==> src/design/tcb_defs.svh <==
// TCB bus subsystem shared sizes
// bus widths, memory depth and response delays used by every block

`ifndef TCB_DEFS_SVH
`define TCB_DEFS_SVH

// byte address width
`define TCB_ADR_W 12
// data width in bits
`define TCB_DAT_W 32
// number of byte lanes
`define TCB_BYT_W 4

// memory depth in words, covers byte addresses 0 to 1023
`define TCB_MEM_WORDS 256

// memory read delay in cycles
`define TCB_MEM_DLY 1
// delay seen by a manager, memory plus the request slice
`define TCB_RSP_DLY (`TCB_MEM_DLY + 1)

`endif

==> src/design/tcb_pkg.sv <==
// TCB bus vector types
// address, data and byte enable vectors shared by all bus links

`default_nettype none

`include "tcb_defs.svh"

package tcb_pkg;

    //////////////////////////////////////////////////
    // bus field types
    //////////////////////////////////////////////////

    // byte address
    typedef logic [`TCB_ADR_W-1:0] adr_t;

    // data word, write and read data
    typedef logic [`TCB_DAT_W-1:0] dat_t;

    // byte enables, one bit per lane
    typedef logic [`TCB_BYT_W-1:0] byt_t;

endpackage : tcb_pkg

`default_nettype wire

==> src/design/tcb_register_request.sv <==
// TCB register slice for the request path
// cuts the request path with one register stage, response passes through

`timescale 1ns/1ns
`default_nettype none

`include "tcb_defs.svh"

module tcb_register_request (
    input  wire logic          sub,
    input  wire logic          rst_n,
    // subordinate side, a manager connects here
    input  wire logic          sub_vld,
    input  wire logic          sub_wen,
    input  wire tcb_pkg::adr_t sub_adr,
    input  wire tcb_pkg::byt_t sub_byt,
    input  wire tcb_pkg::dat_t sub_wdt,
    output logic               sub_rdy,
    output tcb_pkg::dat_t      sub_rdt,
    output logic               sub_err,
    // manager side, a subordinate connects here
    output logic               man_vld,
    output logic               man_wen,
    output tcb_pkg::adr_t      man_adr,
    output tcb_pkg::byt_t      man_byt,
    output tcb_pkg::dat_t      man_wdt,
    input  wire logic          man_rdy,
    input  wire tcb_pkg::dat_t man_rdt,
    input  wire logic          man_err
);

    import tcb_pkg::*;

    //////////////////////////////////////////////////
    // request register
    //////////////////////////////////////////////////

    // valid, loaded whenever the sub side can take a new request
    always_ff @(posedge sub) begin
        if (!rst_n) begin
            man_vld <= 1'b0;
        end else if (sub_rdy) begin
            man_vld <= sub_vld;
        end
    end

    // payload, held while the man side stalls
    always_ff @(posedge sub) begin
        if (sub_rdy) begin
            man_wen <= sub_wen;
            man_adr <= sub_adr;
            man_byt <= sub_byt;
            // only enabled write lanes toggle
            if (sub_wen) begin
                for (int i = 0; i < `TCB_BYT_W; i++) begin
                    if (sub_byt[i]) begin
                        man_wdt[i*8+:8] <= sub_wdt[i*8+:8];
                    end
                end
            end
        end
    end

    //////////////////////////////////////////////////
    // response and handshake
    //////////////////////////////////////////////////

    // response is not registered here
    assign sub_rdt = man_rdt;
    assign sub_err = man_err;

    // an empty stage can always take a request, so no bubbles
    assign sub_rdy = man_rdy | ~man_vld;

endmodule : tcb_register_request

`default_nettype wire

==> config.mk <==
export PLATFORM = sky130hd
export DESIGN_NAME = tcb_register_request
export DESIGN_NICKNAME = d
export VERILOG_FILES = /design/src/design/tcb_pkg.sv /design/src/design/tcb_register_request.sv
export VERILOG_INCLUDE_DIRS = /design/src /design/src/design
export SDC_FILE = /design/constraint.sdc
export NUM_CORES = 1
export LEC_CHECK = 0
export BUFFER_PORTS_ARGS = -buffer_cell sky130_fd_sc_hd__buf_4
export CELL_PAD_IN_SITES_DETAIL_PLACEMENT = 1
export CELL_PAD_IN_SITES_GLOBAL_PLACEMENT = 1
export CORE_UTILIZATION = 28
export CTS_CLUSTER_DIAMETER = 150
export CTS_CLUSTER_SIZE = 12
export DETAILED_ROUTE_END_ITERATION = 10
export HOLD_SLACK_MARGIN = 0.15
export PLACE_DENSITY = 0.93
export SKIP_LAST_GASP = 1
export SYNTH_ARGS = -nofsm -noshare
export SYNTH_HDL_FRONTEND = slang
export SYNTH_SLANG_ARGS = --single-unit
==> constraint.sdc <==
create_clock -name sub -period 2.2 [get_ports sub]
set_input_delay 0.11 -clock sub [delete_from_list [all_inputs] [get_ports sub]]
set_output_delay 0.11 -clock sub [all_outputs]
set_load 0.1 [all_outputs]
Word level (Yosys, flattened, before mapping) --
Index checks and enable logic that the tools add are counted.
Storage, ports and cells: register bits after elaboration 50, bits of input ports 86, output and inout port bits 84, word-level logic and storage cells 14
Cells by class: bitwise operators 2, reductions and logical operators 4
Operator list (number):
- $reduce_and A3 Y1 | 4
- $not A1 Y1 | 1
- $or A1 B1 Y1 | 1

Depth between registers and ports, before layout --
depth in word-level cells 3, mapped depth 2, depth with buffers taken out 2

Worst setup path after synthesis --
Ideal clock, no wire load.
path type register to register, start point register man_vld, end point register man_wdt[0] (enable), library setup time 0.278 ns, arrival 1.920 ns, data required time 1.922 ns, path slack 0.001 ns, cell stages (with the launch flop) 3, period minus slack after synthesis 2.199 ns, cells stage by stage dfxtp_1 > nand2b_4 > and3_1
Between the ends: longest elaborated chain between the ends 3
RTL lines:
- start: declaration | RTL line tcb_register_request.sv:22 | output logic man_vld,
- start signal: assignment | RTL line tcb_register_request.sv:43 | man_vld <= sub_vld;
- $not A1 Y1 | RTL line tcb_register_request.sv:73 | assign sub_rdy = man_rdy | ~man_vld;
- $or A1 B1 Y1 | RTL line tcb_register_request.sv:73
- via sub_rdy | RTL line tcb_register_request.sv:18 | output logic sub_rdy,
- $reduce_and A3 Y1 (no source line)
- end signal: indexed assignment | RTL line tcb_register_request.sv:57 | man_wdt[i*8+:8] <= sub_wdt[i*8+:8];
- end: declaration | RTL line tcb_register_request.sv:26 | output tcb_pkg::dat_t man_wdt,
The timed path passes the listed nets, and every way through them passes these cells. A chain may end at the register's enable or synchronous reset.

Final worst setup path --
start point register man_vld, end point register man_vld
Between the ends: longest elaborated chain between the ends 2
RTL lines (RTL line):
- $not A1 Y1 | tcb_register_request.sv:73
- $or A1 B1 Y1 | tcb_register_request.sv:73
No other way between the ends.

==> flow_summary.yaml <==
die:
  rows: 28
  io_pins: 170
  initial_core_util_pct: 29.69
  die_y_um: 81.94
  die_area_um2: 6713
  die_x_um: 81.94
  core_um2: 6026
finish:
  diodes: 0
  instances_no_fill: 294
  fin_nets: 304
  drive_gt1_share_pct: 51.14
  syn2layout_area_growth_pct: 68.18
  final_util_pct: 49.94
global_routing:
  grt_pass1_vias: 1332
  grt_max_degree: 24
  grt_pass1_wl_um: 7369
  grt-ovfl-total: 0
  grt_antenna_before_repair: 0
  track_usage_pct: 16.04
cts:
  cts.sinks: 50
  cts_root_buffer: "clkbuf_8"
  cts_buffers: 5
  clkSlewWorstSetupHoldPaths_ns: 0.09
  clk_latency_ns: 0.29
  post_cts_buffers: 0
  cts_buffer_depth: 2
  ctsResizeCount: 0
  cts_tree: "built"
  h-tree-depth: 2
synth:
  synth_top_area_share_pct: 82.24
  syn-instance-count: 90
  synth_cell_types: 7
  yosys.area.top_type: "edfxtp_1"
  netlist_area_um2: 1789
  synthTopCellsByArea: "edfxtp_1, buf_4, and3_1"
  synth_nets: 176
  yosysWarningCount: 0
  ys_ff_latch: 50
  seq_area_frac_synth_pct: 83.36
  avgSynthCellArea_um2: 19.88
sta:
  drv_slew: 0
  fmax_mhz: 654.2
  tightest_slew_ns: 0.3556
  finalCritPeriodShare_pct: 69.48
  fin_hold_ws_ns: 0.2200
  setup_tns_ns: 0
  hold_viol_final: 0
  min_period_ns: 1.529
  rsz0062_at_grt: "false"
  clock_skew_ns: 0.009370
  setup_viol: 0
  slew_headroom_pct: 76.30
critical_path:
  path_cells: "nand2b_4, a21boi_1, dlygate4sd3_1"
  cp-endpoint: "man_vld$_SDFFE_PN0P_"
  cp.arrival_ns: 1.76
  cp_max_fo: 23
  critPathTopFamily: "buffers and inverters"
  criticalPathCategory: "reg -> reg"
  end_kind: "flop"
  required_ns: 2.43
  r2r_end: "man_vld$_SDFFE_PN0P_"
  worstRegToRegCells: 3
  crit_path_start_kind: "flop"
  r2r_slack_ns: 0.67
  timing.rr.start: "man_vld$_SDFFE_PN0P_"
  worst-path-buf-inv: 1
  slowest_stage: "dlygate4sd3_1"
  cp_num_cells: 3
  max_stage_delay_ns: 0.62
  critPathLaunch: "man_vld$_SDFFE_PN0P_"
routing:
  antenna_left: 0
  vias: 1198
  dr_wl_met3_um: 429
  met2_length_um: 2997
  drtIter0Drc: 46
  wl_um: 5228
  top_layer: "met4"
  wl_per_cell_um: 17.78
  drcViolationCount: 0
  first_pass_iters: 4
  viasPerCell: 4.075
  m1WireLength_um: 1739
pwr:
  power_leakage_nw: 1.273
  cellPowerDensity_nw_per_um2: 743.7
  vdd_drop_max_uv: 328.6
placement:
  port_buffers: 103
  gp_congestion: 0.6812
  post-place-cells: 235
job:
  maxCapViolCount: 0
outcome:
  status: "finished clean"
worst_hold_path:
  hold_path_class: "in -> out"
  hp-start: "man_err"
-- cells by family (layout without fill, tap and decap cells) --
family	Yosys count	after routing	share of synthesized area [%]
AOI/OAI and AO/OA	1	1	0.4197
and+or+nand+nor	5	5	2.167
buffers and inverters	34	163	14.06
DFF	50	50	83.36
-- worst min-delay path by stage --
stage	to	slack [ns]	cells past startpoint
after global placement	sub_rdt[14]	0.22	0
after global routing	sub_rdt[24]	0.22	0
final	sub_err	0.22	0
after floorplan	man_adr[0]$_DFFE_PP_	0.21	0
after CTS	sub_rdt[14]	0.22	0
after detailed placement	sub_rdt[14]	0.22	0
-- flip-flops by register name, summed over array words and instances, names as in the netlist --
register,cells
man_wdt,32
man_byt,4
man_adr,12
man_wen,1
man_vld,1
-- cells in the final DEF, fill, tap and decap left out, drive strengths merged --
| cell | synthesis | layout |
|---|---|---|
| a21boi | 1 | 1 |
| and3 | 4 | 4 |
| buf | 33 | 103 |
| clkbuf | 0 | 5 |
| clkinv | 0 | 2 |
| clkinvlp | 0 | 1 |
| dfxtp | 1 | 1 |
| dlygate4sd3 | 0 | 51 |
| edfxtp | 49 | 49 |
| inv | 1 | 1 |
| nand2b | 1 | 1 |
-- cell usage after synthesis --
master and count:
a21boi_1 1, and3_1 4, buf_4 33, dfxtp_1 1
edfxtp_1 49, inv_1 1, nand2b_4 1
-- report_power, final --
| group | internal, W | total, W | switching [W] | leakage [nW] |
|---|---|---|---|---|
| clock network | 0.000224 | 0.000522 | 0.000299 | 0.0441 |
| registers | 0.00110 | 0.00112 | 0.0000170 | 0.483 |
| logic | 0.000178 | 0.000597 | 0.000419 | 0.746 |
-- layer usage --
layer	global-route usage [%]	vias up
li1	-	546
met1	14.20	569
met2	33.22	79
met3	4.889	4
met4	5.088	0
met5	0	-
-- timing repair --
action                                  4_1_cts  5_1_grt
hold buffers                                 51        0
endpoints found under the hold margin        50        0
endpoints found under the setup margin        0        0
-- metrics by stage --
step,total power [W],setup slack [ns],instance area (µm²)
5_1_grt,0.002301,0.5900,3009
4_1_cts,0.002243,0.8103,3009
3_3_place_gp,0.001650,0.8992,2409
2_1_floorplan,0.001786,0.001163,1789
3_5_place_dp,0.001659,0.8496,2409
6_report,0.002238,0.6715,3009
-- area by class of cell --
cell class / count / area [µm²]
multi-input combinational: 6 / 46.29
sequential: 50 / 1491
inverter: 1 / 3.754
fill: 607 / 3017
timing repair buffer: 154 / 1284
tap: 75 / 93.84
clock inverter: 3 / 21.27
clock buffer: 5 / 68.82
-- worst reg2reg max path, stage by stage, from the launching register on --
cell and delay, ns:
dfxtp_1 0.40, nand2b_4 0.21, a21boi_1 0.23, dlygate4sd3_1 0.62
(Power assumes the default switching activity.)
