## config.mk

```make
export PLATFORM = sky130hd
export DESIGN_NAME = tcb_arbiter
export DESIGN_NICKNAME = d
export VERILOG_FILES = /design/src/design/tcb_pkg.sv /design/src/design/tcb_arbiter.sv
export VERILOG_INCLUDE_DIRS = /design/src /design/src/design
export SDC_FILE = /design/constraint.sdc
export NUM_CORES = 1
export LEC_CHECK = 0
export BUFFER_PORTS_ARGS = -buffer_cell sky130_fd_sc_hd__buf_2
export CORE_AREA = 2 2 98 100
export DETAILED_ROUTE_END_ITERATION = 12
export DIE_AREA = 0 0 100 102
export PLACE_DENSITY = 0.48
export SLEW_MARGIN = 0
export SYNTH_ARGS = -nofsm -noshare
export SYNTH_HDL_FRONTEND = slang
export SYNTH_SLANG_ARGS = --single-unit
```

## constraint.sdc

```tcl
create_clock -name sub -period 1.5 [get_ports sub]
set_input_delay 0.3 -clock sub [delete_from_list [all_inputs] [get_ports sub]]
set_output_delay 0.3 -clock sub [all_outputs]
set_load 0.005 [all_outputs]
```

## src/design/tcb_defs.svh

```systemverilog
// TCB bus subsystem shared sizes
// bus widths, memory depth and response delays used by every block

`ifndef TCB_DEFS_SVH
`define TCB_DEFS_SVH

// byte address width
`define TCB_ADR_W 12
// data width in bits
`define TCB_DAT_W 32
// number of byte lanes
`define TCB_BYT_W 4

// memory depth in words, covers byte addresses 0 to 1023
`define TCB_MEM_WORDS 256

// memory read delay in cycles
`define TCB_MEM_DLY 1
// delay seen by a manager, memory plus the request slice
`define TCB_RSP_DLY (`TCB_MEM_DLY + 1)

`endif

```

## src/design/tcb_pkg.sv

```systemverilog
// TCB bus vector types
// address, data and byte enable vectors shared by all bus links

`default_nettype none

`include "tcb_defs.svh"

package tcb_pkg;

    //////////////////////////////////////////////////
    // bus field types
    //////////////////////////////////////////////////

    // byte address
    typedef logic [`TCB_ADR_W-1:0] adr_t;

    // data word, write and read data
    typedef logic [`TCB_DAT_W-1:0] dat_t;

    // byte enables, one bit per lane
    typedef logic [`TCB_BYT_W-1:0] byt_t;

endpackage : tcb_pkg

`default_nettype wire

```

## src/design/tcb_arbiter.sv

```systemverilog
// TCB round-robin arbiter for two managers
// muxes the winning request onto one shared link and steers each
// delayed response back to the manager that issued it

`timescale 1ns/1ns
`default_nettype none

`include "tcb_defs.svh"

module tcb_arbiter (
    input  wire logic          sub,
    input  wire logic          rst_n,
    // manager 0
    input  wire logic          m0_vld,
    input  wire logic          m0_wen,
    input  wire tcb_pkg::adr_t m0_adr,
    input  wire tcb_pkg::byt_t m0_byt,
    input  wire tcb_pkg::dat_t m0_wdt,
    output logic               m0_rdy,
    output tcb_pkg::dat_t      m0_rdt,
    output logic               m0_err,
    // manager 1
    input  wire logic          m1_vld,
    input  wire logic          m1_wen,
    input  wire tcb_pkg::adr_t m1_adr,
    input  wire tcb_pkg::byt_t m1_byt,
    input  wire tcb_pkg::dat_t m1_wdt,
    output logic               m1_rdy,
    output tcb_pkg::dat_t      m1_rdt,
    output logic               m1_err,
    // shared link toward the subordinate
    output logic               s_vld,
    output logic               s_wen,
    output tcb_pkg::adr_t      s_adr,
    output tcb_pkg::byt_t      s_byt,
    output tcb_pkg::dat_t      s_wdt,
    input  wire logic          s_rdy,
    input  wire tcb_pkg::dat_t s_rdt,
    input  wire logic          s_err
);

    import tcb_pkg::*;

    // last winner, 1 means m1 won the previous transfer
    logic       last;
    // combinational grants
    logic       gnt0;
    logic       gnt1;
    // owner of each transfer in flight, one-hot {m1, m0}
    logic [1:0] own [`TCB_RSP_DLY];

    //////////////////////////////////////////////////
    // grant and request mux
    //////////////////////////////////////////////////

    // m1 wins when alone or when m0 had the last turn
    assign gnt1 = m1_vld & (~m0_vld | ~last);
    assign gnt0 = m0_vld & ~gnt1;

    assign s_vld = m0_vld | m1_vld;
    assign s_wen = gnt1 ? m1_wen : m0_wen;
    assign s_adr = gnt1 ? m1_adr : m0_adr;
    assign s_byt = gnt1 ? m1_byt : m0_byt;
    assign s_wdt = gnt1 ? m1_wdt : m0_wdt;

    // the loser sees rdy low
    assign m0_rdy = s_rdy & ~gnt1;
    assign m1_rdy = s_rdy & ~gnt0;

    // reset value makes m0 win the first contest
    always_ff @(posedge sub) begin
        if (!rst_n) begin
            last <= 1'b1;
        end else if (s_vld & s_rdy) begin
            last <= gnt1;
        end
    end

    //////////////////////////////////////////////////
    // owner tracking and response routing
    //////////////////////////////////////////////////

    // one stage per cycle of response delay
    always_ff @(posedge sub) begin
        if (!rst_n) begin
            for (int i = 0; i < `TCB_RSP_DLY; i++) begin
                own[i] <= 2'b00;
            end
        end else begin
            own[0] <= {gnt1 & s_rdy, gnt0 & s_rdy};
            for (int i = 1; i < `TCB_RSP_DLY; i++) begin
                own[i] <= own[i-1];
            end
        end
    end

    // last stage names who gets the current response
    assign m0_rdt = own[`TCB_RSP_DLY-1][0] ? s_rdt : '0;
    assign m0_err = own[`TCB_RSP_DLY-1][0] & s_err;
    assign m1_rdt = own[`TCB_RSP_DLY-1][1] ? s_rdt : '0;
    assign m1_err = own[`TCB_RSP_DLY-1][1] & s_err;

endmodule : tcb_arbiter

`default_nettype wire

```

# Word level (Yosys, flattened, before mapping)
# Memories as Yosys holds them, arrays and structs flattened.
# Index checks and enable logic that the tools add are counted.
[word_totals] regBits=1 ram_bits=4 input_bits=136 output_inout_bits=118 wordCells=29 mem_count=1
[memory_table] memory="own" depth=2 word_bits=2 read_ports=2 rd_ports_with_merged_regs=0 wr=2 line_no="tcb_arbiter.sv:50" rtl="logic [1:0] own [`TCB_RSP_DLY];"
[op_classes] mux=10 bitwise_logic=17
[op_table] cell="$mux 32" count=3
[op_table] cell="$mux 12" count=1
[op_table] cell="$and 1x1->1" count=9
[op_table] cell="$mux 2" count=2
[op_table] cell="$mux 4" count=1
[op_table] cell="$not 1->1" count=4
[op_table] cell="$or 1x1->1" count=4
[op_table] cell="$mux 1" count=3

# Longest topological paths before layout
[depth] word_depth=7 depth_mapped=3

# Worst setup path after synthesis
# OpenSTA, ideal clock, no wires.
[synth_path] path_type="register to output" from="register last" to="output port s_adr[0]" t_arrival_ns=1.094 slack_ns=0.106 path_stages_with_launch=4 path_buffers=1 path_cell_list="dfxtp_1 a21boi_4 clkbuf_8 mux2_2"
[synth_between] elab_chain_len=4
[synth_lines] item="start: declaration" line_no="tcb_arbiter.sv:45" rtl="logic last;"
[synth_lines] item="start signal: assignment" line_no="tcb_arbiter.sv:75" rtl="last <= gnt1;"
[synth_lines] item="$not 1->1" line_no="tcb_arbiter.sv:57" rtl="assign gnt1 = m1_vld & (~m0_vld | ~last);"
[synth_lines] item="$or 1x1->1" line_no="tcb_arbiter.sv:57"
[synth_lines] item="$and 1x1->1" line_no="tcb_arbiter.sv:57"
[synth_lines] item="$mux 12" line_no="tcb_arbiter.sv:62" rtl="assign s_adr = gnt1 ? m1_adr : m0_adr;"
[synth_lines] item="end: declaration" line_no="tcb_arbiter.sv:34" rtl="output tcb_pkg::adr_t s_adr,"
# No other way between the ends.

# Worst setup path in the final report
[layout_path] from="register last" to="output port s_wdt[28]"
[layout_between] elab_chain_len=4
[layout_lines] item="$not 1->1" line_no="tcb_arbiter.sv:57"
[layout_lines] item="$or 1x1->1" line_no="tcb_arbiter.sv:57"
[layout_lines] item="$and 1x1->1" line_no="tcb_arbiter.sv:57"
[layout_lines] item="$mux 32" line_no="tcb_arbiter.sv:64" rtl="assign s_wdt = gnt1 ? m1_wdt : m0_wdt;"
[layout_lines] item="end: declaration" line_no="tcb_arbiter.sv:36" rtl="output tcb_pkg::dat_t s_wdt,"
# No other way between the ends.

==> key figures <==
Global route
  – Initial antenna violation count: 0
  – Global-route wire length before repair: 8670 um
  – Largest net degree at the start of global routing: 34
  – Total track usage: 0.107
  – Vias in the first global route: 1872
  – GRT overflow: 0

Yosys
  – Synth cell types: 16
  – Synth area leader: mux2_2
  – Post-synth EDFFs: 0
  – Post-synthesis net count: 279
  – Post-Synthesis Cell Area: 1240 um2
  – Sequential-to-total area share from yosys stat: 0.0805
  – Post-synthesis async set-or-reset flop share: 0
  – Ys flop type: dfxtp_1
  – Most numerous cell in the Yosys netlist: and2_1
  – Commonest cells post-synth: 68 x and2_1, 45 x mux2_2, 6 x clkbuf_1
  – Cell count after synthesis: 143
  – Avg Cell Area, Syn: 8.70 um2
  – Top-area cell type share of the netlist area: 0.407
  – Seq cells post-synth: 5
  – Synth warnings: 0
  – Synth top area cells: mux2_2 41%, and2_1 34%, dfxtp_1 8.0%

Detailed routing
  – Via density: 4.00
  – Routed len/inst: 12.6 um
  – Drt first pass iters: 4
  – Final WL: 6420 um
  – Post-route ant nets: 0
  – Vias: 2043
  – # DRC: 0
  – DRT iter0 DRCs: 28

Floorplanning
  – Cell Rows: 35
  – Die width: 100 um
  – Initial core utilization: 0.137
  – IO Count: 254
  – Die area: 10200 um2
  – Core Footprint: 9110 um2
  – Die H: 102 um

Setup path
  – CP Buf/Inv Count: 3
  – Top delay family on crit path: buffers and inverters
  – Worst path max stage delay: 0.35 ns
  – Cell depth of the worst flop-to-flop path: 3
  – Most Frequent Cell on Critical Path: buf_6
  – WP depth: 5
  – Arrival @ worst endpoint: 1.48 ns
  – Slowest CP cell: dfxtp_4
  – Startpoint Class: register
  – Worst-path maximum fanout: 8
  – WS Path Type: register to primary output
  – Cell Chain, Critical Path: a21boi_4, buf_6, clkbuf_16, mux2_4, buf_6
  – CP Capture Type: primary output
  – WP data required: 1.20 ns

Pwr
  – PwrDens: 376 nW/um2
  – LEAKAGE: 1.88 nW
  – VDD IR max: 0.000173 V
  – Pwr Total: 0.00118 W

Min path
  – Worst hold path type: input port to register
  – Hold Path Depth: 2

STA
  – PnR worst setup slack: -0.283 ns
  – Relative max-transition margin: 0.848
  – Layout Skew: 0.000770 ns
  – # setup viols final: 49
  – Measured slew at the worst slew-check pin: 0.228 ns
  – Fin crit share: 1.19
  – Max Freq: 561 MHz
  – Count of final max-slew check failures: 0
  – Unrepaired setup endpoints after global routing: true
  – Post-layout min period: 1.78 ns
  – Final hold vios: 0

Clock tree
  – CTS H-tree lvls: 1
  – CTS Hold Buffers Added: 0
  – Clock Tree Buf Depth: 2
  – Worst-Skew Late Latency: 0.22 ns
  – Inserted Clock Buffers: 3
  – Worst-path clk slew: 0.04 ns
  – CTS Sinks: 5
  – CTS tree: yes
  – CTS Root Cell: clkbuf_8

Status
  – Failing checks: negative setup slack
  – Status: complete, but fails checks

Cells and area
  – Fin cells: 511
  – Final Cell Area: 3130 um2
  – Nets: 537
  – ANT cells: 0
  – P&R area growth vs syn: 152%
  – Share of cells above drive strength 1: 0.793

Placed design
  – Hpwl dp: 5440 um
  – I/O Buffers: 253
  – Dpl cells: 502
  – Dpl cell area: 2640 um2
  – GP Congestion: 0.686

Run
  – Max_cap viols: 0
registers in the layout (all words and copies together) (netlist names):
signal,flops
own,4
last,1
per-stage QoR:
step,setup TNS (ns),hold WS (ns),util,setup WS (ns)
5_1_grt,-15.26,0.326,0.344,-0.329
2_1_floorplan,0,0.376,-,0.106
3_3_place_gp,-5.80,0.414,0.290,-0.143
6_report,-12.64,0.307,0.344,-0.283
4_1_cts,-14.44,0.311,0.325,-0.327
3_5_place_dp,-6.60,0.423,0.290,-0.173
cells by family after synthesis:
logic type / synth area share
compound gates: 0.0292
buf+inv: 0.0714
flops: 0.0805
mux: 0.444
simple gates: 0.375
where the power goes:
| group | total [W] | internal [W] | switching, W |
|---|---|---|---|
| logic | 0.000785 | 0.000526 | 0.000259 |
| clock network | 0.000248 | 0.000182 | 0.0000652 |
| registers | 0.000143 | 0.000139 | 0.00000482 |
cell usage in the layout, fill, tap and decap left out, types with 3 or more instances in the layout:
master / count
buf_4: 3
mux2_4: 35
buf_2: 218
mux2_2: 11
buf_6: 38
mux2_1: 3
clkbuf_8: 3
dfxtp_1: 3
buf_12: 3
and2_1: 68
layer usage:
metal	global-route usage	routed length, um	vias to the layer above
li1	-	-	997
met1	0.104	2080	884
met2	0.225	3540	155
met3	0.0205	710	7
met4	0.0337	85	0
met5	0	0	-
final timing paths:
kind	start	slack, ns	end
worst max-delay path	last	-0.28	s_wdt[28]
worst min-delay path	rst_n	0.31	last
worst max register to register	last	0.53	own[0][1]
worst min register to register	own[0][1]	0.43	own[0][3]
final cells by class:
type | instances | area, um2
Sequential cell | 5 | 105
Clock buffer | 4 | 45.0
Multi-Input combinational cell | 127 | 1190
Fill cell | 970 | 5980
Tap cell | 111 | 139
Timing Repair Buffer | 264 | 1650
timing repair:
item | 4_1_cts | 5_1_grt
setup endpoints to repair | 50 | 68
cloned | 2 | 1
endpoints found under the hold margin | 0 | 0
pin swaps | 1 | 1
resized for setup | 43 | 36
setup buffers | 3 | 0
No activity file was read; power rests on OpenSTA's default activity.
